==> src/common/mem_map_pkg.sv <==
/* Memory map package for the hart memory-routing fabric
   Address map constants, bus widths and the request/response structs */

package mem_map_pkg;

  // ==================================================
  // Widths and address map
  // ==================================================
  localparam int XLEN = 32;

  // Program RAM, 16 KB of words
  localparam logic [XLEN-1:0] RAM_BASE = 32'h0001_0000;
  localparam int RAM_WORDS = 4096;
  localparam int RAM_AWIDTH = 12;
  // Upper address bits of the alias in the top 16 KB
  localparam logic [17:0] RAM_ALIAS_TAG = 18'h3FFFF;

  // Debug module window, only decoded in debug mode
  localparam logic [XLEN-1:0] DEBUG_START = 32'h0000_0200;
  localparam logic [XLEN-1:0] DEBUG_END = 32'h0000_0FFF;
  localparam int APB_AWIDTH = 13;

  // Write-only test exit register
  localparam logic [XLEN-1:0] TOHOST_ADDR = 32'h8000_1000;

  // Index 0 is fetch, index 1 is data
  localparam int NUM_APB_PORTS = 2;

  // ==================================================
  // Types
  // ==================================================
  typedef enum logic [1:0] {
    TGT_RAM,
    TGT_DEBUG,
    TGT_TOHOST,
    TGT_NONE
  } bus_target_e;

  typedef struct packed {
    logic            valid;
    logic [XLEN-1:0] addr;
  } fetch_req_t;

  typedef struct packed {
    logic            valid;
    logic            write;
    logic [XLEN-1:0] addr;
    logic [XLEN-1:0] wdata;
  } data_req_t;

  typedef struct packed {
    logic            valid;
    logic [XLEN-1:0] rdata;
  } bus_resp_t;

  // One request handed to an APB requester
  typedef struct packed {
    logic                  valid;
    logic                  write;
    logic [APB_AWIDTH-1:0] addr;
    logic [XLEN-1:0]       wdata;
  } apb_req_t;

  typedef struct packed {
    logic                  fetch_re;
    logic [RAM_AWIDTH-1:0] fetch_idx;
    logic                  data_re;
    logic                  data_we;
    logic [RAM_AWIDTH-1:0] data_idx;
    logic [XLEN-1:0]       data_wdata;
  } ram_req_t;

  typedef struct packed {
    logic [APB_AWIDTH-1:0] paddr;
    logic                  psel;
    logic                  penable;
    logic                  pwrite;
    logic [XLEN-1:0]       pwdata;
  } apb_m2s_t;

  typedef struct packed {
    logic            pready;
    logic [XLEN-1:0] prdata;
    logic            pslverr;
  } apb_s2m_t;

endpackage
==> src/debug_apb/apb_port_arbiter.sv <==
/* Debug APB port arbiter
   Fixed priority with data first, grant locked for a whole transfer */

`timescale 1ns/100ps

module apb_port_arbiter (
  input  logic                                                   clk,
  input  logic                                                   reset_n,
  input  mem_map_pkg::apb_m2s_t [mem_map_pkg::NUM_APB_PORTS-1:0] i_apb_m2s,
  output mem_map_pkg::apb_s2m_t [mem_map_pkg::NUM_APB_PORTS-1:0] o_apb_s2m,
  output logic [mem_map_pkg::NUM_APB_PORTS-1:0]                  o_grant,
  output mem_map_pkg::apb_m2s_t                                  o_apb,
  input  mem_map_pkg::apb_s2m_t                                  i_apb
);
  import mem_map_pkg::*;

  logic [NUM_APB_PORTS-1:0] owner_q;
  logic [NUM_APB_PORTS-1:0] pick;
  logic                     xfer_done;

  // ==================================================
  // Grant selection
  // ==================================================
  always_comb
  begin
    pick = '0;
    // Later index overrides, so the data port wins
    for (int p = 0; p < NUM_APB_PORTS; p++)
    begin
      if (i_apb_m2s[p].psel)
        pick = NUM_APB_PORTS'(1) << p;
    end
    o_grant = (|owner_q) ? owner_q : pick;
  end

  assign xfer_done = o_apb.penable && (i_apb.pready || i_apb.pslverr);

  // Lock from the setup cycle until the transfer ends
  always_ff @(posedge clk or negedge reset_n)
  begin
    if (!reset_n)
      owner_q <= '0;
    else if (|owner_q)
    begin
      if (xfer_done)
        owner_q <= '0;
    end
    else
      owner_q <= pick;
  end

  // ==================================================
  // Bus mux and response routing
  // ==================================================
  always_comb
  begin
    o_apb = '0;
    for (int p = 0; p < NUM_APB_PORTS; p++)
    begin
      if (o_grant[p])
        o_apb = i_apb_m2s[p];
      // Waiting requesters never see pready
      o_apb_s2m[p] = o_grant[p] ? i_apb : '0;
    end
  end

  a_one_grant: assert property (@(posedge clk) disable iff (!reset_n)
    $onehot0(o_grant));

endmodule

==> config.mk <==
export PLATFORM = sky130hd
export DESIGN_NAME = apb_port_arbiter
export DESIGN_NICKNAME = d
export VERILOG_FILES = /design/src/common/mem_map_pkg.sv /design/src/debug_apb/apb_port_arbiter.sv
export SDC_FILE = /design/constraint.sdc
export NUM_CORES = 1
export LEC_CHECK = 0
export ABC_AREA = 1
export ABC_CLOCK_PERIOD_IN_PS = 2800
export BUFFER_PORTS_ARGS = -buffer_cell sky130_fd_sc_hd__buf_4
export CAP_MARGIN = 20
export CORE_AREA = 2 2 97 99
export CTS_CLUSTER_DIAMETER = 50
export DETAILED_ROUTE_END_ITERATION = 6
export DIE_AREA = 0 0 99 101
export GPL_ROUTABILITY_DRIVEN = 0
export RECOVER_POWER = 50
export SLEW_MARGIN = 20
export SYNTH_ARGS = -nofsm -noshare
export SYNTH_HDL_FRONTEND = slang
export SYNTH_SLANG_ARGS = --single-unit
==> constraint.sdc <==
create_clock -name clk -period 2.8 [get_ports clk]
set_input_delay 0.56 -clock clk [delete_from_list [all_inputs] [get_ports clk]]
set_output_delay 0.56 -clock clk [all_outputs]
set_load 0.05 [all_outputs]
==> out/summary.md <==
## Status
- finished, final reports clean — status

## Power
- 0.6914 mV — VDD IR max
- 1.879 nW — standby leakage power
- 1309 mW/mm2 — PD cells

## Worst setup path
- buf_4 -> a21oi_4 -> clkbuf_2 -> buf_4 -> nor2_1 -> clkbuf_2 — worst path cell trace
- 2020 ps — Data arrival, critical path
- 4 — sum of buffers and inverters on the critical path
- buffers and inverters — family of cells with the greatest summed delay on the critical path
- i_apb_m2s[82] — critical path startpoint
- primary input — crit path launch type
- 550 ps — highest cell delay on the worst timing path
- sky130_fd_sc_hd__clkbuf_2 — CP max stage cell
- owner_q[0]$_DFFE_PN0P_ — worst reg2reg path startpoint
- output port — kind of end point of the critical path
- 2240 ps — worst path required time
- 34 — maximum fanout along the worst path
- in -> out — crit path kind

## STA
- 0 — Final Setup Violations
- no — RSZ-0062 raised after global routing
- 92.05% — portion of the clock cycle consumed by the worst path in the final layout
- 2577 ps — time the worst path needs with I/O delays and setup
- 0 ps — TNS Setup
- 1.765 ps — post-route clock skew
- 826.8 ps — transition at the pin with the smallest max-transition slack
- 0 — final hold violation count
- 0 — final number of max-transition violations
- 388.0 MHz — Max Clk Rate
- 44.80% — Worst slew margin

## Job
- 0 — Max Cap Viol

## Routing
- 0 — post-route ant nets
- 70 — first-iteration detailed-routing DRC count
- 11.71 um — average detailed-routed wire length per instance
- 4 — Initial DRT Pass Iterations
- 7424 um — final wirelength
- 0 — final routed DRC violation total
- 2570 — number of vias in the routed layout
- 4.054 — vias per inst

## Clocking
- 30 ps — Reg clk slew, reported paths
- 0 — hold_buf cts
- 0 — Post-CTS Setup Bufs
- 0 — post-CTS sizing
- 210 ps — source-to-sink clock delay at the later pin of the worst-skew pair
- sky130_fd_sc_hd__clkbuf_8 — cell chosen for the clock root
- 2 — number of clock sinks
- 1 — Clock H-tree levels
- 3 — TritonCTS Buffers
- yes — TritonCTS clock tree
- 2 — Clock Path Buffers

## GRT
- 0 — Congestion Overflow GR
- 50 — largest net degree at the start of global routing
- 12.69% — global routing usage summed across all routing layers
- 0 — number of antenna violations at the first check in global routing
- 2189 — vias in the first global route
- 10700 um — global-route wire length before repair

## Floorplan
- 99 um — Die Width
- 14.16% — effective utilization at floorplan
- 250 — Top-Level Pins
- 0.008977 mm2 — Core Footprint
- 35 — placement row count
- 101 um — height of the die
- 0.009999 mm2 — Total Die Area

## Synth
- 100.0% — share of synthesized flip-flops with an asynchronous set or reset
- 288 — gate count of the mapped netlist
- 0 — count of yosys warnings during synthesis
- 3.937% — part of the Yosys area used for sequential elements
- 29.82% — post-synth top area share
- sky130_fd_sc_hd__nand2_1 (101), sky130_fd_sc_hd__nor2_1 (68), sky130_fd_sc_hd__nand3_1 (49) — ranking of synthesized cells by instance count
- sky130_fd_sc_hd__dfrtp_1 — Post-synth top flop
- sky130_fd_sc_hd__nand2_1 — Yosys top cell by area
- 420 — syn nets
- 4.414 um2 — post-synthesis average cell area
- 16 — unique cell type count in the Yosys netlist
- sky130_fd_sc_hd__nand2_1 — most instantiated library cell after synthesis
- sky130_fd_sc_hd__nand2_1 (30%), sky130_fd_sc_hd__nor2_1 (20%), sky130_fd_sc_hd__nand3_1 (19%), sky130_fd_sc_hd__inv_1 (11%), sky130_fd_sc_hd__buf_2 (5.5%) — most area-consuming cells after synthesis
- 2 — flop and latch count out of synthesis
- 0.001271 mm2 — Mapped Area
- 0 — number of flops mapped to enable cells by yosys

## Place
- 249 — number of port buffers
- 6076 um — detailed-placement wirelength estimate

## Finish
- 929.6 um2 — area of combinational cells with multiple inputs
- owner_q — register name with the most flops
- 1054 — fill count
- 33.67% — final standard cell utilization of the core
- owner_q: 2 flops — biggest regs
- 41.68% — layout cell share with drive strength beyond 1
- 657 — net total in the final layout
- 0 — number of antenna cells inserted
- 137.8% — Layout Area Growth over Synthesis
- 50.05 um2 — sequential cell area
- 2 — number of flip-flops under the largest register name

## Min path
- in -> async — Hold Path Class

path summary, 6_finish.rpt:
check                                         endpoint  cells past startpoint  slack [ps]
worst max-delay path                     o_apb_s2m[35]                      6         220
worst min-delay path            owner_q[0]$_DFFE_PN0P_                      1         130
worst max register to register  owner_q[1]$_DFFE_PN0P_                      8        1010
worst min register to register  owner_q[1]$_DFFE_PN0P_                      5         650
max in group asynchronous       owner_q[1]$_DFFE_PN0P_                      1        2540
min in group clk                owner_q[1]$_DFFE_PN0P_                      5         650
per-stage QoR:
step	power [mW]	worst slack (ps)	hold WS, ps	std cells	cell area [um2]
after detailed placement	4.062	428.7	344.8	631	3176
after floorplan	2.943	410.2	264.4	288	1271
final	3.956	222.7	131.1	634	3023
after global placement	4.049	437.5	344.3	631	3176
after CTS	4.186	371.3	121.7	634	3217
after global routing	4.173	108.0	134.5	634	3023
cell type report:
cell class / count / share of cell area, %
multi-input combinational: 224 / 30.75
clock buffer: 3 / 1.366
timing repair buffer: 254 / 56.66
sequential: 2 / 1.656
tap: 111 / 4.594
inverter: 40 / 4.967
worst register-to-register path, stage by stage, from the launching register on:
cell                       delay, ps
sky130_fd_sc_hd__dfrtp_1         340
sky130_fd_sc_hd__inv_1           100
sky130_fd_sc_hd__a21oi_4         160
sky130_fd_sc_hd__clkbuf_2        590
sky130_fd_sc_hd__nand4_1         150
sky130_fd_sc_hd__nand2_1         150
sky130_fd_sc_hd__nand3_1          80
sky130_fd_sc_hd__nand2_1          60
sky130_fd_sc_hd__inv_1            50
placed cells by master, fill, tap and decap left out:
master / count
sky130_fd_sc_hd__a21oi_4: 1
sky130_fd_sc_hd__buf_4: 199
sky130_fd_sc_hd__clkbuf_1: 45
sky130_fd_sc_hd__clkbuf_2: 10
sky130_fd_sc_hd__clkbuf_8: 3
sky130_fd_sc_hd__dfrtp_1: 2
sky130_fd_sc_hd__inv_1: 38
sky130_fd_sc_hd__inv_2: 2
sky130_fd_sc_hd__nand2_1: 101
sky130_fd_sc_hd__nand2_2: 1
sky130_fd_sc_hd__nand3_1: 49
sky130_fd_sc_hd__nand3_2: 1
sky130_fd_sc_hd__nand4_1: 1
sky130_fd_sc_hd__nor2_1: 68
sky130_fd_sc_hd__nor2_2: 1
sky130_fd_sc_hd__o21ai_0: 1
metal layers:
metal	wire length (um)	global-route usage, %	vias up
li1	-	-	1327
met1	2966	16.36	1123
met2	3902	23.02	113
met3	498	1.456	7
met4	56	2.107	0
met5	0	0	-
cells by family (layout without fill, tap and decap cells):
family | after synthesis | in the layout | synth area share [%]
flops | 2 | 2 | 3.937
simple gates | 222 | 222 | 71.46
buf+inv | 62 | 297 | 22.93
compound gates | 2 | 2 | 1.673
where the power goes:
part / switching (mW) / internal [mW]
clock network: 0.0240 / 0.0910
logic: 2.93 / 0.850
registers: 0.0151 / 0.0441
Power figures use the tool's default switching activity.
