### src/common/mem_map_pkg.sv
/* Memory map package for the hart memory-routing fabric
   Address map constants, bus widths and the request/response structs */

package mem_map_pkg;

  // ==================================================
  // Widths and address map
  // ==================================================
  localparam int XLEN = 32;

  // Program RAM, 16 KB of words
  localparam logic [XLEN-1:0] RAM_BASE = 32'h0001_0000;
  localparam int RAM_WORDS = 4096;
  localparam int RAM_AWIDTH = 12;
  // Upper address bits of the alias in the top 16 KB
  localparam logic [17:0] RAM_ALIAS_TAG = 18'h3FFFF;

  // Debug module window, only decoded in debug mode
  localparam logic [XLEN-1:0] DEBUG_START = 32'h0000_0200;
  localparam logic [XLEN-1:0] DEBUG_END = 32'h0000_0FFF;
  localparam int APB_AWIDTH = 13;

  // Write-only test exit register
  localparam logic [XLEN-1:0] TOHOST_ADDR = 32'h8000_1000;

  // Index 0 is fetch, index 1 is data
  localparam int NUM_APB_PORTS = 2;

  // ==================================================
  // Types
  // ==================================================
  typedef enum logic [1:0] {
    TGT_RAM,
    TGT_DEBUG,
    TGT_TOHOST,
    TGT_NONE
  } bus_target_e;

  typedef struct packed {
    logic            valid;
    logic [XLEN-1:0] addr;
  } fetch_req_t;

  typedef struct packed {
    logic            valid;
    logic            write;
    logic [XLEN-1:0] addr;
    logic [XLEN-1:0] wdata;
  } data_req_t;

  typedef struct packed {
    logic            valid;
    logic [XLEN-1:0] rdata;
  } bus_resp_t;

  // One request handed to an APB requester
  typedef struct packed {
    logic                  valid;
    logic                  write;
    logic [APB_AWIDTH-1:0] addr;
    logic [XLEN-1:0]       wdata;
  } apb_req_t;

  typedef struct packed {
    logic                  fetch_re;
    logic [RAM_AWIDTH-1:0] fetch_idx;
    logic                  data_re;
    logic                  data_we;
    logic [RAM_AWIDTH-1:0] data_idx;
    logic [XLEN-1:0]       data_wdata;
  } ram_req_t;

  typedef struct packed {
    logic [APB_AWIDTH-1:0] paddr;
    logic                  psel;
    logic                  penable;
    logic                  pwrite;
    logic [XLEN-1:0]       pwdata;
  } apb_m2s_t;

  typedef struct packed {
    logic            pready;
    logic [XLEN-1:0] prdata;
    logic            pslverr;
  } apb_s2m_t;

endpackage
### src/debug_apb/apb_request_master.sv
/* APB requester for one hart port
   Runs a held request as one setup/access transfer and returns the result */

`timescale 1ns/100ps

module apb_request_master (
  input  logic                   clk,
  input  logic                   reset_n,
  input  mem_map_pkg::apb_req_t  i_req,
  output mem_map_pkg::bus_resp_t o_resp,
  output mem_map_pkg::apb_m2s_t  o_apb,
  input  mem_map_pkg::apb_s2m_t  i_apb,
  input  logic                   i_grant
);
  import mem_map_pkg::*;

  typedef enum logic [1:0] {
    ST_IDLE,
    ST_SETUP,
    ST_ACCESS
  } apb_state_e;

  apb_state_e            state_q;
  logic [APB_AWIDTH-1:0] paddr_q;
  logic                  pwrite_q;
  logic [XLEN-1:0]       pwdata_q;
  logic                  resp_valid_q;
  logic [XLEN-1:0]       resp_rdata_q;
  logic                  xfer_done;

  // pslverr also ends the transfer
  assign xfer_done = (state_q == ST_ACCESS) && (i_apb.pready || i_apb.pslverr);

  always_ff @(posedge clk or negedge reset_n)
  begin
    if (!reset_n)
    begin
      state_q      <= ST_IDLE;
      resp_valid_q <= 1'b0;
    end
    else
    begin
      resp_valid_q <= xfer_done;
      case (state_q)
        ST_IDLE:
          if (i_req.valid)
            state_q <= ST_SETUP;
        // Setup phase is held until the arbiter grants the port
        ST_SETUP:
          if (i_grant)
            state_q <= ST_ACCESS;
        ST_ACCESS:
          if (xfer_done)
            state_q <= ST_IDLE;
        default:
          state_q <= ST_IDLE;
      endcase
    end
  end

  always_ff @(posedge clk)
  begin
    if ((state_q == ST_IDLE) && i_req.valid)
    begin
      paddr_q  <= i_req.addr;
      pwrite_q <= i_req.write;
      pwdata_q <= i_req.wdata;
    end
    if (xfer_done)
      resp_rdata_q <= i_apb.pslverr ? '0 : i_apb.prdata;
  end

  assign o_apb = '{paddr:   paddr_q,
                   psel:    state_q != ST_IDLE,
                   penable: state_q == ST_ACCESS,
                   pwrite:  pwrite_q,
                   pwdata:  pwdata_q};

  assign o_resp = '{valid: resp_valid_q, rdata: resp_rdata_q};

  // Access phase always follows a setup cycle
  a_penable_psel: assert property (@(posedge clk) disable iff (!reset_n)
    o_apb.penable |-> o_apb.psel && $past(o_apb.psel));

endmodule

### config.mk
export PLATFORM = sky130hd
export DESIGN_NAME = apb_request_master
export DESIGN_NICKNAME = d
export VERILOG_FILES = /design/src/common/mem_map_pkg.sv /design/src/debug_apb/apb_request_master.sv
export SDC_FILE = /design/constraint.sdc
export NUM_CORES = 1
export LEC_CHECK = 0
export BUFFER_PORTS_ARGS = -buffer_cell sky130_fd_sc_hd__buf_2
export CORE_ASPECT_RATIO = 0.8
export CORE_MARGIN = 2
export CORE_UTILIZATION = 42
export DETAILED_ROUTE_END_ITERATION = 6
export PLACE_DENSITY = 0.78
export SYNTH_ARGS = -nofsm -noshare
export SYNTH_HDL_FRONTEND = slang
export SYNTH_SLANG_ARGS = --single-unit
### constraint.sdc
create_clock -name clk -period 3.1 [get_ports clk]
set_input_delay 0.62 -clock clk [delete_from_list [all_inputs] [get_ports clk]]
set_output_delay 0.62 -clock clk [all_outputs]
set_load 0.02 [all_outputs]
==> flow_summary.yaml, run 1 <==
run_status:
  status: "completed"
sta:
  clock.fmax_mhz: 543
  holdWs_ns: 0.0679
  setup_tns_ns: 0
  final_max_slew_viol_count: 0
  timing.final.ws_setup_ns: 1.26
  tightest_slew_ns: 0.553
  setup_viol: 0
  skew_ns: 0.00443
  grt_setup_unrepaired: "false"
  slew_headroom_pct: 63.2
  fin_crit_sh_pct: 59.5
  period_needed_ns: 1.84
  hold_viol: 0
finish:
  drive_above_1_share_pct: 60.3
  diodes: 0
  stdcell_area_um2: 3840
  final_cells: 391
  nNetsFinal: 386
  final_cell_mix: "buf_2, edfxtp_1, nor2b_1, clkbuf_8"
  final_common_cell: "buf_2"
  area_growth_pct: 41.1
critical_path:
  rrSetupSlack_ns: 1.46
  cp.arrival_ns: 1.22
  cpPeakStageDelay_ns: 0.44
  path_cells: "or2_4 -> buf_2"
  r2r-end: "pwdata_q[1]$_DFFE_PP_"
  start_kind: "flip-flop"
  cp_data_required_time_ns: 2.48
  worstSetupPathType: "flip-flop to primary output"
  crit_path_max_fanout: 5
  crit_start: "state_q[0]$_DFFE_PN0P_"
  worstRegToRegCells: 3
  r2r_start: "state_q[0]$_DFFE_PN0P_"
  worst_setup_path_end_kind: "primary output"
  slowest_stage: "dfrtp_1"
clocking:
  clkTransAtPathRegs_ns: 0.07
  postCtsHoldBufs: 0
  htree_levels: 3
  cts_tree: "yes"
  root_buffer: "clkbuf_8"
  cts_resized: 0
  cts_made_buffers: 9
  insertion_delay_ns: 0.34
  postCtsSetupBuffers: 0
  clockBufferDepth: 2
  cts_sinks: 81
grt:
  grt_first_pass_wirelength_um: 8720
  met1_usage_pct: 18.9
  grt_busiest_layer: "met2"
  first_global_vias: 1708
  antenna_found_initial: 0
  gr-usage-met3_pct: 9.30
  grt.overflow.total: 0
  grt_use_total_pct: 16.7
  grt_use_met2_pct: 26.5
  grt_max_degree: 47
synthesis:
  ys_seq_area_share_pct: 88.7
  ys_types: 14
  synthesis.instances: 129
  synth_nets: 213
  synth.cell_area_um2: 2720
  synth_area_per_cell_um2: 21.1
  synth.yosys.warnings: 0
  ys_seq_elements: 81
place:
  place_inst: 375
  post-place-ws_ns: 1.39
  routabilityCongestion: 0.707
  dpl.hpwl_um: 4540
  io_buffers: 164
  placed_area_um2: 3650
die:
  rows: 26
  start_util_pct: 42.9
  die_h_um: 76.0
  core_um2: 6340
  ios: 165
  dieArea_um2: 7150
  die_x_um: 94.0
power:
  p_leak_nw: 1.63
  clockPowerShare_pct: 26.8
  irDropWorstVdd_mv: 0.384
  p_seq_share_pct: 53.1
  sw_frac_of_total_pct: 28.5
  power_density_nw_per_um2: 714
  p_switching_mw: 0.782
  intPower_mw: 1.96
  p_comb_share_pct: 20.1
routing:
  drtIter0Drc: 59
  ant_nets: 0
  vias_per_cell: 4.48
  routed_wl_um: 5850
  drc: 0
  wire_per_inst_um: 15.0
  drt_first_pass_iters: 4
  vias: 1750
worst_hold_path:
  hp-class: "input pin to asynchronous set/reset pin"
job:
  drv_cap: 0
==> final cells by class <==
type / count / area, um^2
multi-input cells: 42 / 278
inverters: 1 / 3.75
fillers: 510 / 2500
clock inverters: 6 / 67.6
repair buffers: 167 / 843
well taps: 84 / 105
clock buffers: 10 / 128
flip-flops and latches: 81 / 2420
==> cells in the mapped netlist (all sizes together) <==
library cell  count  area, um^2
nand2b            2        12.5
a22o              1        8.76
a21oi             1        5.00
or2               1        8.76
inv               1        3.75
buf               5        30.0
nor2              2        10.0
edfxtp           78        2340
and2b             1        7.51
dfrtp             3        75.1
nor2b            34         220
==> flip-flops by register name, indices dropped and copies added, names as in the netlist <==
signal        flops
pwdata_q         32
pwrite_q          1
paddr_q          13
resp_valid_q      1
resp_rdata_q     32
state_q           2
==> power groups by stage <==
stage	registers, mW	logic, mW	clock network (mW)
after floorplan	1.67	0.143	0
after global placement	1.47	0.552	0
after detailed placement	1.48	0.559	0
after CTS	1.46	0.559	0.759
after global routing	1.47	0.590	0.808
final	1.46	0.551	0.736
==> per-stage QoR <==
step	util, %	total power, mW
final	60.6	2.74
after global routing	60.6	2.87
after CTS	60.6	2.78
after detailed placement	57.5	2.04
after global placement	57.5	2.02
after floorplan	-	1.81
==> routing by layer <==
layer | routed length [um] | share of wire, %
met1 | 2220 | 38
met2 | 2790 | 48
met3 | 771 | 13
met4 | 75 | 1.3
met5 | 0 | 0
==> worst max-delay path, delay by kind of cell (launching register included) <==
family / cells / cell delay (ns)
DFF: 1 / 0.44
and+or+nand+nor: 1 / 0.29
buffers and inverters: 1 / 0.16
==> kinds of logic (layout without fill, tap and decap cells) <==
family	after synthesis	count (layout)	share of synthesized area [%]
DFF	81	81	88.7
and+or+nand+nor	40	40	9.51
buffers and inverters	6	184	1.24
AOI/OAI and AO/OA	2	2	0.505
==> worst max-delay path by stage <==
stage                                           endpoint  slack (ns)  cells after the start
after detailed placement           pwdata_q[8]$_DFFE_PP_        1.39                      4
final                                          o_apb[34]        1.26                      2
after floorplan                     paddr_q[0]$_DFFE_PP_        0.76                      2
after CTS                                      o_apb[34]        1.23                      2
after global routing                           o_apb[34]        1.20                      2
after global placement    resp_rdata_q[10]$_SDFFCE_PP0P_        1.41                      4
Power figures use the tool's default switching activity.
==> inputs of run 2 (changes only) <==
- CORE_UTILIZATION: 42 -> 38
- PLACE_DENSITY: 0.78 -> 0.75
- clock period: 3.1 -> 1.5 ns (I/O delays scaled with it)
==> flow_summary.yaml, run 2 (synthesis gave the netlist of run 1 again) <==
run_status:
  status: "completed"
die:
  die_x_um: 98.7
  die_h_um: 79.7
  start_util_pct: 39.3
  rows: 27
  dieArea_um2: 7870
  ios: 165
  core_um2: 6930
job:
  drv_cap: 0
clocking:
  root_buffer: "clkbuf_8"
  clkTransAtPathRegs_ns: 0.08
  insertion_delay_ns: 0.34
  cts_tree: "yes"
  htree_levels: 3
  cts_sinks: 81
  clockBufferDepth: 2
  cts_made_buffers: 9
finish:
  area_growth_pct: 43.4
  nNetsFinal: 388
  final_cell_mix: "buf_2, edfxtp_1, nor2b_1, clkbuf_8"
  n_fill_cell: 549
  diodes: 0
  stdcell_area_um2: 3910
  final_common_cell: "buf_2"
  top_regs: "pwdata_q x32, resp_rdata_q x32, paddr_q x13"
  drive_above_1_share_pct: 60.7
  postLayoutCoreUtil_pct: 56.4
routing:
  ant_nets: 0
  drc: 0
  wire_per_inst_um: 14.8
  routed_wl_um: 5840
  drtIter0Drc: 33
  vias_per_cell: 4.40
  vias: 1739
  drt_first_pass_iters: 4
power:
  intPower_mw: 4.25
  sw_frac_of_total_pct: 27.2
  p_switching_mw: 1.59
  irDropWorstVdd_mv: 0.741
  p_comb_share_pct: 20.9
  p_seq_share_pct: 51.1
  p_leak_nw: 1.66
  p_total_mw: 5.84
  power_density_nw_per_um2: 1500
  clockPowerShare_pct: 28.0
sta:
  setup_viol: 0
  slew_headroom_pct: 80.4
  skew_ns: 0.00610
  holdWs_ns: 0.134
  final_max_slew_viol_count: 0
  clock.fmax_mhz: 692
  fin_crit_sh_pct: 96.4
  period_needed_ns: 1.45
  timing.final.ws_setup_ns: 0.0547
  grt_setup_unrepaired: "false"
  hold_viol: 0
  tightest_slew_ns: 0.295
critical_path:
  rrSetupSlack_ns: 0.16
  cpPeakStageDelay_ns: 0.39
  r2r_start: "state_q[0]$_DFFE_PN0P_"
  start_kind: "flip-flop"
  worstSetupPathType: "flip-flop to primary output"
  crit_cells: 2
  endpoint: "o_apb[34]"
  slowest_stage: "dfrtp_1"
  worstRegToRegCells: 4
  cp.arrival_ns: 1.15
  critPathTopFamily: "flip-flops"
  critical_path_buf_inv_count: 1
  cp_data_required_time_ns: 1.20
  crit_start: "state_q[0]$_DFFE_PN0P_"
  r2r-end: "resp_rdata_q[28]$_SDFFCE_PP0P_"
  crit_path_max_fanout: 2
  worst_setup_path_end_kind: "primary output"
  path_cells: "or2_4 -> buf_2"
place:
  dpl.hpwl_um: 4470
  placed_area_um2: 3680
  io_buffers: 164
  routabilityCongestion: 0.762
  post-place-ws_ns: 0.106
grt:
  first_global_vias: 1734
  grt_use_total_pct: 15.1
  grt.overflow.total: 0
  grt_max_degree: 47
  grt_first_pass_wirelength_um: 8620
  antenna_found_initial: 0
worst_hold_path:
  hp-start: "i_req[0]"
  hp-class: "input pin to flip-flop"
## run 2: worst reg2reg max path: cells and delay by family, from the launching register on
kind                   cells  cell delay (ns)
flip-flops                 1             0.39
AND/OR/NAND/NOR            2             0.29
buffers and inverters      2             0.35
## run 2: layout make-up
class | count | area [um^2] | share of cell area [%]
flip-flops and latches | 81 | 2420 | 61.9
repair buffers | 169 | 888 | 22.7
multi-input cells | 42 | 280 | 7.17
clock buffers | 9 | 124 | 3.17
well taps | 87 | 109 | 2.79
clock inverters | 6 | 83.8 | 2.15
inverters | 1 | 3.75 | 0.0961
## run 2: how the worst min path moves through the flow
stage                                   endpoint  slack [ns]  cells past startpoint
after global placement    state_q[1]$_DFFE_PN0P_         0.1                      1
after floorplan           resp_valid_q$_DFF_PN0_       0.004                      0
after CTS                 pwdata_q[29]$_DFFE_PP_        0.11                      1
after detailed placement  state_q[0]$_DFFE_PN0P_        0.10                      1
after global routing       paddr_q[12]$_DFFE_PP_        0.10                      1
final                      pwdata_q[0]$_DFFE_PP_        0.13                      1
## run 2: repair_timing
item | in CTS | in global routing
hold buffers | 1 | 0
gates cloned | 0 | 0
gates resized for setup | 0 | 1
endpoints found under the setup margin | 1 | 1
buffers inserted | 1 | 0
endpoints found under the hold margin | 3 | 0
## run 2: through the flow
stage	TNS (ns)	cells
after detailed placement	0	378
final	0	395
after CTS	0	395
after floorplan	-14.77	129
after global routing	0	395
after global placement	0	378
## run 2: per-layer routing
| metal | wire (um) | GRT usage, % |
|---|---|---|
| met4 | 66 | 6.99 |
| met5 | 0 | 0 |
| met2 | 2700 | 23.4 |
| met1 | 2210 | 16.0 |
| met3 | 867 | 10.3 |
## run 2: power groups by stage
stage               clock [mW]  combinational (mW)  sequential [mW]
floorplan                    0               0.308             3.44
global placement             0                1.18             3.04
detailed placement           0                1.20             3.06
CTS                       1.69                1.23             3.00
global route              1.77                1.30             3.02
finish                    1.64                1.22             2.99
