`src/common/mem_map_pkg.sv`:
```
/* Memory map package for the hart memory-routing fabric
   Address map constants, bus widths and the request/response structs */

package mem_map_pkg;

  // ==================================================
  // Widths and address map
  // ==================================================
  localparam int XLEN = 32;

  // Program RAM, 16 KB of words
  localparam logic [XLEN-1:0] RAM_BASE = 32'h0001_0000;
  localparam int RAM_WORDS = 4096;
  localparam int RAM_AWIDTH = 12;
  // Upper address bits of the alias in the top 16 KB
  localparam logic [17:0] RAM_ALIAS_TAG = 18'h3FFFF;

  // Debug module window, only decoded in debug mode
  localparam logic [XLEN-1:0] DEBUG_START = 32'h0000_0200;
  localparam logic [XLEN-1:0] DEBUG_END = 32'h0000_0FFF;
  localparam int APB_AWIDTH = 13;

  // Write-only test exit register
  localparam logic [XLEN-1:0] TOHOST_ADDR = 32'h8000_1000;

  // Index 0 is fetch, index 1 is data
  localparam int NUM_APB_PORTS = 2;

  // ==================================================
  // Types
  // ==================================================
  typedef enum logic [1:0] {
    TGT_RAM,
    TGT_DEBUG,
    TGT_TOHOST,
    TGT_NONE
  } bus_target_e;

  typedef struct packed {
    logic            valid;
    logic [XLEN-1:0] addr;
  } fetch_req_t;

  typedef struct packed {
    logic            valid;
    logic            write;
    logic [XLEN-1:0] addr;
    logic [XLEN-1:0] wdata;
  } data_req_t;

  typedef struct packed {
    logic            valid;
    logic [XLEN-1:0] rdata;
  } bus_resp_t;

  // One request handed to an APB requester
  typedef struct packed {
    logic                  valid;
    logic                  write;
    logic [APB_AWIDTH-1:0] addr;
    logic [XLEN-1:0]       wdata;
  } apb_req_t;

  typedef struct packed {
    logic                  fetch_re;
    logic [RAM_AWIDTH-1:0] fetch_idx;
    logic                  data_re;
    logic                  data_we;
    logic [RAM_AWIDTH-1:0] data_idx;
    logic [XLEN-1:0]       data_wdata;
  } ram_req_t;

  typedef struct packed {
    logic [APB_AWIDTH-1:0] paddr;
    logic                  psel;
    logic                  penable;
    logic                  pwrite;
    logic [XLEN-1:0]       pwdata;
  } apb_m2s_t;

  typedef struct packed {
    logic            pready;
    logic [XLEN-1:0] prdata;
    logic            pslverr;
  } apb_s2m_t;

endpackage
```
`src/verilog/hart_bus_router.sv`:
```
/* Hart bus router
   Decodes fetch and data requests, launches them once and merges the responses */

`timescale 1ns/100ps

module hart_bus_router (
  input  logic                                                    clk,
  input  logic                                                    reset_n,
  input  mem_map_pkg::fetch_req_t                                 i_fetch_req,
  input  mem_map_pkg::data_req_t                                  i_data_req,
  input  logic                                                    i_debug_mode,
  output mem_map_pkg::bus_resp_t                                  o_fetch_resp,
  output mem_map_pkg::bus_resp_t                                  o_data_resp,
  output mem_map_pkg::ram_req_t                                   o_ram_req,
  input  logic [mem_map_pkg::XLEN-1:0]                            i_fetch_rdata,
  input  logic                                                    i_fetch_rvalid,
  input  logic [mem_map_pkg::XLEN-1:0]                            i_data_rdata,
  input  logic                                                    i_data_rvalid,
  output mem_map_pkg::apb_req_t [mem_map_pkg::NUM_APB_PORTS-1:0]  o_apb_req,
  input  mem_map_pkg::bus_resp_t [mem_map_pkg::NUM_APB_PORTS-1:0] i_apb_resp,
  output logic [mem_map_pkg::XLEN-1:0]                            o_tohost
);
  import mem_map_pkg::*;

  // Debug window wins over everything, but only in debug mode
  function automatic bus_target_e classify(input logic [XLEN-1:0] addr, input logic dbg);
    bus_target_e tgt;
    if (dbg && (addr >= DEBUG_START) && (addr <= DEBUG_END))
      tgt = TGT_DEBUG;
    else if (((addr >= RAM_BASE) && (addr < RAM_BASE + 32'(RAM_WORDS * 4))) ||
             (addr[XLEN-1:RAM_AWIDTH+2] == RAM_ALIAS_TAG))
      tgt = TGT_RAM;
    else if (addr == TOHOST_ADDR)
      tgt = TGT_TOHOST;
    else
      tgt = TGT_NONE;
    return tgt;
  endfunction

  // Per-port view, index 0 fetch and index 1 data
  logic [NUM_APB_PORTS-1:0]           req_valid;
  logic [NUM_APB_PORTS-1:0]           req_write;
  logic [NUM_APB_PORTS-1:0][XLEN-1:0] req_addr;
  logic [NUM_APB_PORTS-1:0][XLEN-1:0] req_wdata;
  bus_target_e                        tgt [NUM_APB_PORTS];
  bus_target_e                        tgt_q [NUM_APB_PORTS];
  logic [NUM_APB_PORTS-1:0]           issue;
  logic [NUM_APB_PORTS-1:0]           launched_q;
  logic [NUM_APB_PORTS-1:0]           self_valid_q;
  logic [NUM_APB_PORTS-1:0]           ram_rvalid;
  logic [NUM_APB_PORTS-1:0][XLEN-1:0] ram_rdata;
  logic [NUM_APB_PORTS-1:0]           resp_valid;
  logic [NUM_APB_PORTS-1:0][XLEN-1:0] resp_data;

  // ==================================================
  // Decode and launch
  // ==================================================
  always_comb
  begin
    req_valid = {i_data_req.valid, i_fetch_req.valid};
    req_write = {i_data_req.write, 1'b0};
    req_addr  = {i_data_req.addr, i_fetch_req.addr};
    req_wdata = {i_data_req.wdata, {XLEN{1'b0}}};
    for (int p = 0; p < NUM_APB_PORTS; p++)
    begin
      tgt[p]   = classify(req_addr[p], i_debug_mode);
      // First cycle of a new request only
      issue[p] = req_valid[p] && !launched_q[p];
      o_apb_req[p] = '{valid: issue[p] && (tgt[p] == TGT_DEBUG),
                       write: req_write[p],
                       addr:  req_addr[p][APB_AWIDTH-1:0],
                       wdata: req_wdata[p]};
    end
  end

  // Alias and base region both reduce to the low 14 address bits
  always_comb
  begin
    o_ram_req.fetch_re   = issue[0] && (tgt[0] == TGT_RAM);
    o_ram_req.fetch_idx  = req_addr[0][RAM_AWIDTH+1:2];
    o_ram_req.data_re    = issue[1] && (tgt[1] == TGT_RAM) && !req_write[1];
    o_ram_req.data_we    = issue[1] && (tgt[1] == TGT_RAM) && req_write[1];
    o_ram_req.data_idx   = req_addr[1][RAM_AWIDTH+1:2];
    o_ram_req.data_wdata = req_wdata[1];
  end

  always_ff @(posedge clk or negedge reset_n)
  begin
    if (!reset_n)
    begin
      launched_q   <= '0;
      self_valid_q <= '0;
      o_tohost     <= '0;
      for (int p = 0; p < NUM_APB_PORTS; p++)
        tgt_q[p] <= TGT_NONE;
    end
    else
    begin
      for (int p = 0; p < NUM_APB_PORTS; p++)
      begin
        if (issue[p])
        begin
          launched_q[p] <= 1'b1;
          tgt_q[p]      <= tgt[p];
        end
        else if (resp_valid[p])
          launched_q[p] <= 1'b0;
        // Exit register and unmapped space answer after one cycle
        self_valid_q[p] <= issue[p] && ((tgt[p] == TGT_TOHOST) || (tgt[p] == TGT_NONE));
      end
      if (issue[1] && (tgt[1] == TGT_TOHOST) && req_write[1])
        o_tohost <= req_wdata[1];
    end
  end

  // ==================================================
  // Response merge
  // ==================================================
  assign ram_rvalid = {i_data_rvalid, i_fetch_rvalid};
  assign ram_rdata  = {i_data_rdata, i_fetch_rdata};

  always_comb
  begin
    for (int p = 0; p < NUM_APB_PORTS; p++)
    begin
      case (tgt_q[p])
        TGT_RAM:
        begin
          resp_valid[p] = ram_rvalid[p];
          resp_data[p]  = ram_rdata[p];
        end
        TGT_DEBUG:
        begin
          resp_valid[p] = i_apb_resp[p].valid;
          resp_data[p]  = i_apb_resp[p].rdata;
        end
        // Reads of the exit register or unmapped space give zero
        default:
        begin
          resp_valid[p] = self_valid_q[p];
          resp_data[p]  = '0;
        end
      endcase
    end
  end

  assign o_fetch_resp = '{valid: resp_valid[0], rdata: resp_data[0]};
  assign o_data_resp  = '{valid: resp_valid[1], rdata: resp_data[1]};

  // Core holds each request until its response pulse
  a_fetch_stable: assert property (@(posedge clk) disable iff (!reset_n)
    i_fetch_req.valid && !o_fetch_resp.valid |=> $stable(i_fetch_req));
  a_data_stable: assert property (@(posedge clk) disable iff (!reset_n)
    i_data_req.valid && !o_data_resp.valid |=> $stable(i_data_req));

endmodule

```
`config.mk`:
```
export PLATFORM = sky130hd
export DESIGN_NAME = hart_bus_router
export DESIGN_NICKNAME = d
export VERILOG_FILES = /design/src/common/mem_map_pkg.sv /design/src/verilog/hart_bus_router.sv
export SDC_FILE = /design/constraint.sdc
export NUM_CORES = 1
export LEC_CHECK = 0
export ABC_AREA = 0
export BUFFER_PORTS_ARGS = -buffer_cell sky130_fd_sc_hd__buf_4
export CAP_MARGIN = 20
export CORE_AREA = 2 2 190 192
export CTS_CLUSTER_SIZE = 16
export DETAILED_ROUTE_END_ITERATION = 6
export DIE_AREA = 0 0 192 194
export MAX_ROUTING_LAYER = met4
export SYNTH_ARGS = -nofsm -noshare
export SYNTH_HDL_FRONTEND = slang
export SYNTH_SLANG_ARGS = --single-unit
```
`constraint.sdc`:
```
create_clock -name clk -period 2.6 [get_ports clk]
set_input_delay 0.52 -clock clk [delete_from_list [all_inputs] [get_ports clk]]
set_output_delay 0.52 -clock clk [all_outputs]
set_load 0.03 [all_outputs]
```
==> run_results.csv, run 1 <==
group,metric,value,unit
run_status,status,"finished, final reports clean",
clock_network,holdBufCountCts,0,
clock_network,insertion_delay,0.29,ns
placed_design,dp_slack,-0.233,ns
sta,fin_setup_tns,0,ns
setup_path,rr_startpoint,"launched_q[1]",
floorplan,die_y,194,um
sta,finalCritPeriodShare,99.3,%
logic_synthesis,syn_area,4060,um2
setup_path,required,2.08,ns
logic_synthesis,synth_seq_cells,40,
power_and_ir_drop,p_total,4.36,mW
placed_design,gp_congestion,0.814,
final_layout,fin_area,7410,um2
final_layout,syn_to_final_growth,82.4,%
detailed_routing,routed-via-count,4210,
logic_synthesis,synth_seq_area_share,24.8,%
floorplan,dieWidth,192,um
global_route,antenna_found_initial,0,
sta,setup_viol,0,
sta,period_needed,2.58,ns
setup_path,reg2reg_slack,0.79,ns
detailed_routing,drt_wl_total,16600,um
detailed_routing,ant_nets,0,
global_route,grt_pass1_vias,4002,
placed_design,dpl.cell_count,1250,
placed_design,io_buffers,451,
setup_path,critPathCaptureType,"output pin",
sta,relSlewSlack,52.2,%
global_route,grt_start_max_net_pins,41,
placed_design,dpl_cell_area,7170,um2
final_layout,layout-drive-gt1-share,66.3,%
setup_path,critical_path_buf_inv_count,4,
detailed_routing,dr.pass1.iters,4,
setup_path,cp.arrival,2.06,ns
sta,finalMaxSlewViolations,0,
setup_path,rr_worst_depth,7,
power_and_ir_drop,max-vdd-ir-drop,319,uV
setup_path,max_stage_delay,0.32,ns
global_route,grt_pass1_wl,22800,um
placed_design,detailed_place_hpwl,14200,um
final_layout,layout.cells.non_filler,1260,
sta,tightest_slew,0.717,ns
hold_path,min_path_type,"input port to async pin",
setup_path,crit_chain,"buf_6 -> nor4_4 -> buf_4 -> nand3b_1 -> o32ai_2 -> buf_4 -> nor3b_2 -> buf_4",
floorplan,fp.coreArea,35200,um2
floorplan,start_util,11.5,%
detailed_routing,dr.first_iter.drc_count,136,
clock_network,clockBufferDepth,2,
setup_path,start_kind,"input port",
floorplan,ioPinCount,485,
floorplan,dieArea,37200,um2
logic_synthesis,yosys_warnings,0,
setup_path,worstReg2RegEnd,"o_tohost[1]",
logic_synthesis,syn_area_per_cell,9.05,um2
sta,fmax,0.387,GHz
global_route,overflow,0,
sta,clock_skew,0.00251,ns
logic_synthesis,synthCells,449,
flow_run,drv_cap,0,
setup_path,cp_top_family,"buffers and inverters",
sta,rsz0062_at_grt,"true",
clock_network,cts_buffers,5,
final_layout,layout.nets,1031,
clock_network,cts_tree,"built",
power_and_ir_drop,p_per_area,589,nW/um2
detailed_routing,vias_per_cell,3.34,
clock_network,clock_sinks,40,
global_route,grt_usage,8.24,%
setup_path,path_max_fanout,3,
detailed_routing,drc,0,
logic_synthesis,synth_cell_types,34,
clock_network,htree_levels,2,
clock_network,clk_pin_slew,0.06,ns
power_and_ir_drop,leakage,4.10,nW
floorplan,placementRows,69,
detailed_routing,wl_per_cell,13.2,um
sta,final-hold-violation-count,0,
setup_path,crit_type,"input port to output pin",
sta,layout_setup_ws,0.0169,ns
setup_path,slowest_stage,"o32ai_2",
setup_path,cpMostUsedCell,"buf_4",
clock_network,cts_root_buffer,"clkbuf_16",
==> logic make-up (layout without fill, tap and decap cells) <==
family	count (synthesis)	in the layout	share of synthesized area, %
compound gates	12	12	2.19
buf+inv	172	489	30.1
flops	40	40	24.8
mux	98	98	27.9
other cells	1	34	0.0923
simple gates	126	126	14.9
==> how the worst max path moves through the flow <==
stage | startpoint | endpoint | slack (ns) | cells after the start
finish | i_data_req[58] | o_ram_req[44] | 0.02 | 8
detailed placement | i_data_req[42] | o_tohost[1] | -0.23 | 8
global route | i_data_req[58] | o_ram_req[45] | -0.07 | 8
floorplan | i_data_req[57] | o_ram_req[44] | -0.05 | 4
global placement | i_data_req[57] | o_apb_req[93] | -0.27 | 7
CTS | i_data_req[57] | o_ram_req[44] | -0.002 | 8
==> worst reg2reg max path, cell delays in order, from the launching register on <==
cell and delay (ns):
dfrtp_1 0.37, nor2b_1 0.12, buf_4 0.15, o41ai_2 0.06, buf_4 0.17, nor3_4 0.22, buf_4 0.27, mux2_4 0.33
==> power breakdown <==
| part | total [mW] | internal (mW) | switching [mW] |
|---|---|---|---|
| registers | 0.815 | 0.691 | 0.124 |
| logic | 2.79 | 1.11 | 1.69 |
| clock network | 0.753 | 0.481 | 0.271 |
==> synth_stat cells <==
cell type | count | area, um2
buf_4 | 148 | 1110
o32ai_1 | 1 | 8.76
nor2_1 | 73 | 274
nand3b_1 | 1 | 7.51
nand4b_1 | 1 | 8.76
o22a_1 | 1 | 8.76
mux2_2 | 2 | 22.5
inv_1 | 5 | 18.8
nor3_4 | 1 | 16.3
a21o_1 | 1 | 7.51
mux2i_1 | 66 | 661
dfrtp_1 | 36 | 901
clkbuf_1 | 16 | 60.1
or3_1 | 1 | 6.26
nor2b_1 | 1 | 6.26
nor3b_1 | 2 | 15.0
o41ai_1 | 1 | 8.76
nor4_1 | 11 | 68.8
nor4_2 | 1 | 12.5
buf_6 | 3 | 33.8
nand2_1 | 11 | 41.3
or4_1 | 3 | 22.5
dfstp_2 | 4 | 105
or4_2 | 1 | 8.76
conb_1 | 1 | 3.75
nand2b_1 | 1 | 6.26
o41ai_2 | 1 | 16.3
a32oi_1 | 1 | 8.76
mux2_4 | 30 | 450
nand4_1 | 11 | 68.8
nand3_1 | 1 | 5.00
and4_1 | 2 | 17.5
o21ai_0 | 6 | 30.0
nor3_1 | 4 | 20.0
==> layer usage <==
| metal | part of all wire [%] | global-route usage, % | routed length (um) |
|---|---|---|---|
| met5 | 0 | - | 0 |
| met4 | 0.72 | 1.44 | 119 |
| met3 | 7.7 | 1.34 | 1280 |
| met2 | 53 | 15.5 | 8850 |
| met1 | 38 | 9.13 | 6360 |
==> registers in the layout, indices dropped and copies added (netlist names) <==
register / cells
o_tohost: 32
tgt_q: 4
launched_q: 2
self_valid_q: 2
==> per-stage QoR <==
step	util (%)	hold slack, ns
floorplan	-	0.224
global placement	20.4	0.494
detailed placement	20.4	0.494
CTS	20.9	0.236
global route	21.0	0.258
finish	21.0	0.216
==> placed cells by master, fill, tap and decap left out <==
| cell | count |
|---|---|
| nor3b_2 | 2 |
| mux2i_1 | 66 |
| o32ai_2 | 1 |
| nor3_1 | 4 |
| nor3_4 | 1 |
| nor2_4 | 1 |
| conb_1 | 33 |
| nor4_1 | 10 |
| buf_12 | 3 |
| clkbuf_16 | 5 |
| inv_1 | 5 |
| bufinv_16 | 1 |
| clkbuf_8 | 1 |
| diode_2 | 1 |
| nor2_1 | 72 |
| and4_1 | 2 |
| or4_4 | 1 |
| nand2_1 | 11 |
| mux2_2 | 2 |
| a21o_1 | 1 |
| o21ai_0 | 6 |
| a32oi_1 | 1 |
| nand4b_1 | 1 |
| mux2_4 | 30 |
| or3_1 | 1 |
| buf_6 | 3 |
| o41ai_1 | 1 |
| nand4_1 | 11 |
| dfstp_2 | 4 |
| nand3b_1 | 1 |
| or4_1 | 3 |
| nor4_4 | 2 |
| nor2b_1 | 1 |
| clkinv_4 | 1 |
| o22a_1 | 1 |
| buf_4 | 470 |
| dfrtp_1 | 36 |
| nand2b_1 | 1 |
| o41ai_2 | 1 |
| nand3_1 | 1 |
==> layout make-up <==
type | instances | area [um2]
antenna | 1 | 2.50
tap | 461 | 577
fill | 3841 | 27800
clock inverter | 2 | 38.8
multi-input combinational | 269 | 2000
inverter | 5 | 18.8
sequential | 40 | 1010
timing repair buffer | 476 | 3620
clock buffer | 6 | 139
==> timing repair <==
item	CTS	global route
setup buffers	1	0
pin swaps	0	4
gates resized for setup	1	8
endpoints found under the setup margin	3	15
Note: power is estimated with default switching activity, not from simulation.
==> run 2: changes to the inputs <==
--- a/config.mk
+++ b/config.mk
@@ -13,6 +13,7 @@
 export DETAILED_ROUTE_END_ITERATION = 6
 export DIE_AREA = 0 0 192 194
 export MAX_ROUTING_LAYER = met4
+export REMOVE_ABC_BUFFERS = 1
 export SYNTH_ARGS = -nofsm -noshare
 export SYNTH_HDL_FRONTEND = slang
 export SYNTH_SLANG_ARGS = --single-unit
==> run_results.csv, run 2 (synthesized netlist as in run 1, its figures left out) <==
group,metric,value,unit
run_status,status,"complete, but fails checks",
run_status,violations,"setup timing",
clock_network,clockBufferDepth,2,
power_and_ir_drop,power_frac_clock,14.4,%
sta,clock_skew,0.00492,ns
clock_network,clock_sinks,40,
clock_network,clk_pin_slew,0.06,ns
global_route,grt_pass1_wl,23200,um
detailed_routing,drc,0,
detailed_routing,ant_nets,0,
setup_path,reg2reg_slack,0.49,ns
final_layout,reg_top3,"o_tohost: 32 flops, tgt_q: 4 flops",
floorplan,fp.coreArea,35200,um2
final_layout,utilization,21.6,%
clock_network,cts_root_buffer,"clkbuf_16",
setup_path,path_max_fanout,3,
floorplan,dieArea,37200,um2
sta,fin_setup_tns,-0.126,ns
sta,setup_viol,3,
final_layout,final_common_cell,"buf_4",
clock_network,insertion_delay,0.28,ns
global_route,grt_usage,8.61,%
sta,fmax,0.376,GHz
detailed_routing,vias_per_cell,3.34,
detailed_routing,wl_per_cell,13.6,um
sta,finalCritPeriodShare,102,%
setup_path,crit_type,"input port to output pin",
power_and_ir_drop,p_per_area,569,nW/um2
power_and_ir_drop,cellInternalPower,2.23,mW
detailed_routing,drt_wl_total,17400,um
hold_path,min_path_type,"input port to async pin",
setup_path,cpMostUsedCell,"buf_6",
power_and_ir_drop,seq_power_share,20.2,%
placed_design,io_buffers,451,
setup_path,max_stage_delay,0.35,ns
placed_design,gp_congestion,0.748,
setup_path,worstReg2RegEnd,"o_tohost[14]",
setup_path,slowest_stage,"o41ai_4",
setup_path,crit_chain,"buf_8 -> nor4_4 -> buf_4 -> nand3b_1 -> buf_6 -> buf_6 -> o41ai_4 -> buf_6 -> nor3b_2 -> buf_4",
final_layout,layout.nets,1046,
setup_path,cp.arrival,2.14,ns
power_and_ir_drop,leakage,4.18,nW
clock_network,holdBufCountCts,0,
floorplan,dieWidth,192,um
setup_path,start_kind,"input port",
sta,rsz0062_at_grt,"true",
power_and_ir_drop,max-vdd-ir-drop,321,uV
final_layout,max_flop_register,"o_tohost",
floorplan,die_y,194,um
setup_path,cp_top_family,"buffers and inverters",
floorplan,ioPinCount,485,
setup_path,critical_path_buf_inv_count,6,
power_and_ir_drop,swShare,48.3,%
clock_network,htree_levels,2,
final_layout,seq_area,1010,um2
detailed_routing,dr.first_iter.drc_count,96,
floorplan,start_util,11.5,%
clock_network,cts_tree,"built",
setup_path,required,2.08,ns
final_layout,layout-drive-gt1-share,67.2,%
final_layout,fillCellCount,3811,
sta,final-hold-violation-count,0,
global_route,antenna_found_initial,0,
setup_path,rr_startpoint,"launched_q[1]",
sta,finalMaxSlewViolations,0,
final_layout,final_cell_mix,"476 x buf_4, 72 x nor2_1, 66 x mux2i_1",
detailed_routing,dr.pass1.iters,4,
sta,layout_setup_ws,-0.0571,ns
global_route,grt_start_max_net_pins,41,
power_and_ir_drop,combPwrFrac,65.4,%
detailed_routing,routed-via-count,4253,
global_route,overflow,0,
clock_network,cts_buffers,5,
flow_run,drv_cap,0,
setup_path,critPathCaptureType,"output pin",
final_layout,largest_register_ffs,32,
placed_design,detailed_place_hpwl,14700,um
sta,relSlewSlack,59.3,%
final_layout,syn_to_final_growth,87.0,%
final_layout,antennaDiodeCount,0,
final_layout,multiInputGateArea,2050,um2
setup_path,rr_worst_depth,8,
global_route,grt_pass1_vias,4016,
power_and_ir_drop,netSwitchingPower,2.09,mW
sta,tightest_slew,0.610,ns
sta,period_needed,2.66,ns
floorplan,placementRows,69,
## run 2: what timing repair did
item                       in CTS  in global routing
setup endpoints to repair      35                 34
resized for setup              15                 10
pin swaps                       7                  2
buffers inserted                6                  1
## run 2: worst max-delay path by stage
| stage | startpoint | end | cells past startpoint |
|---|---|---|---|
| 2_1_floorplan | i_data_req[52] | o_tohost[23] | 5 |
| 3_3_place_gp | i_data_req[57] | o_ram_req[44] | 8 |
| 3_5_place_dp | i_data_req[57] | o_ram_req[44] | 8 |
| 4_1_cts | i_data_req[58] | o_ram_req[44] | 10 |
| 5_1_grt | i_data_req[57] | o_ram_req[45] | 9 |
| 6_report | i_data_req[57] | o_ram_req[44] | 10 |
## run 2: stage by stage
| stage | total power [mW] | setup WS, ns | instance area [um2] | instances | hold WS (ns) |
|---|---|---|---|---|---|
| finish | 4.32 | -0.0571 | 7590 | 1274 | 0.219 |
| global route | 4.57 | -0.131 | 7590 | 1274 | 0.268 |
| CTS | 4.37 | -0.0588 | 7540 | 1273 | 0.237 |
| detailed placement | 3.69 | -0.587 | 7260 | 1259 | 0.496 |
| global placement | 3.68 | -0.589 | 7260 | 1259 | 0.497 |
| floorplan | 2.14 | -0.727 | 2980 | 314 | 0.224 |
## run 2: worst register-to-register path: stages, from the launching register on
cell and delay (ns):
dfrtp_1 0.38, nor2b_1 0.34, o41ai_4 0.16, buf_6 0.17, buf_6 0.13, nor3_4 0.19
buf_12 0.17, buf_12 0.16, mux2_4 0.30
## run 2: power by group through the flow
stage | registers (mW) | clock network [mW] | logic (mW)
floorplan | 0.914 | 0 | 1.22
global placement | 0.889 | 0 | 2.79
detailed placement | 0.887 | 0 | 2.80
CTS | 0.878 | 0.661 | 2.83
global route | 0.900 | 0.686 | 2.98
finish | 0.873 | 0.623 | 2.82
## run 2: final cells by class
type	instances	share of cell area (%)
Timing Repair Buffer	491	50.0
Multi-Input combinational cell	269	27.0
Sequential cell	40	13.2
Tap cell	461	7.59
Clock buffer	6	1.70
Inverter	5	0.247
Clock inverter	2	0.214
## run 2: metal layers
layer	vias up	GRT usage, %	share of wire [%]
li1	2075	-	-
met1	1927	10.6	42
met2	242	15.0	50
met3	9	0.977	7.0
met4	0	2.06	1.1
met5	-	-	0
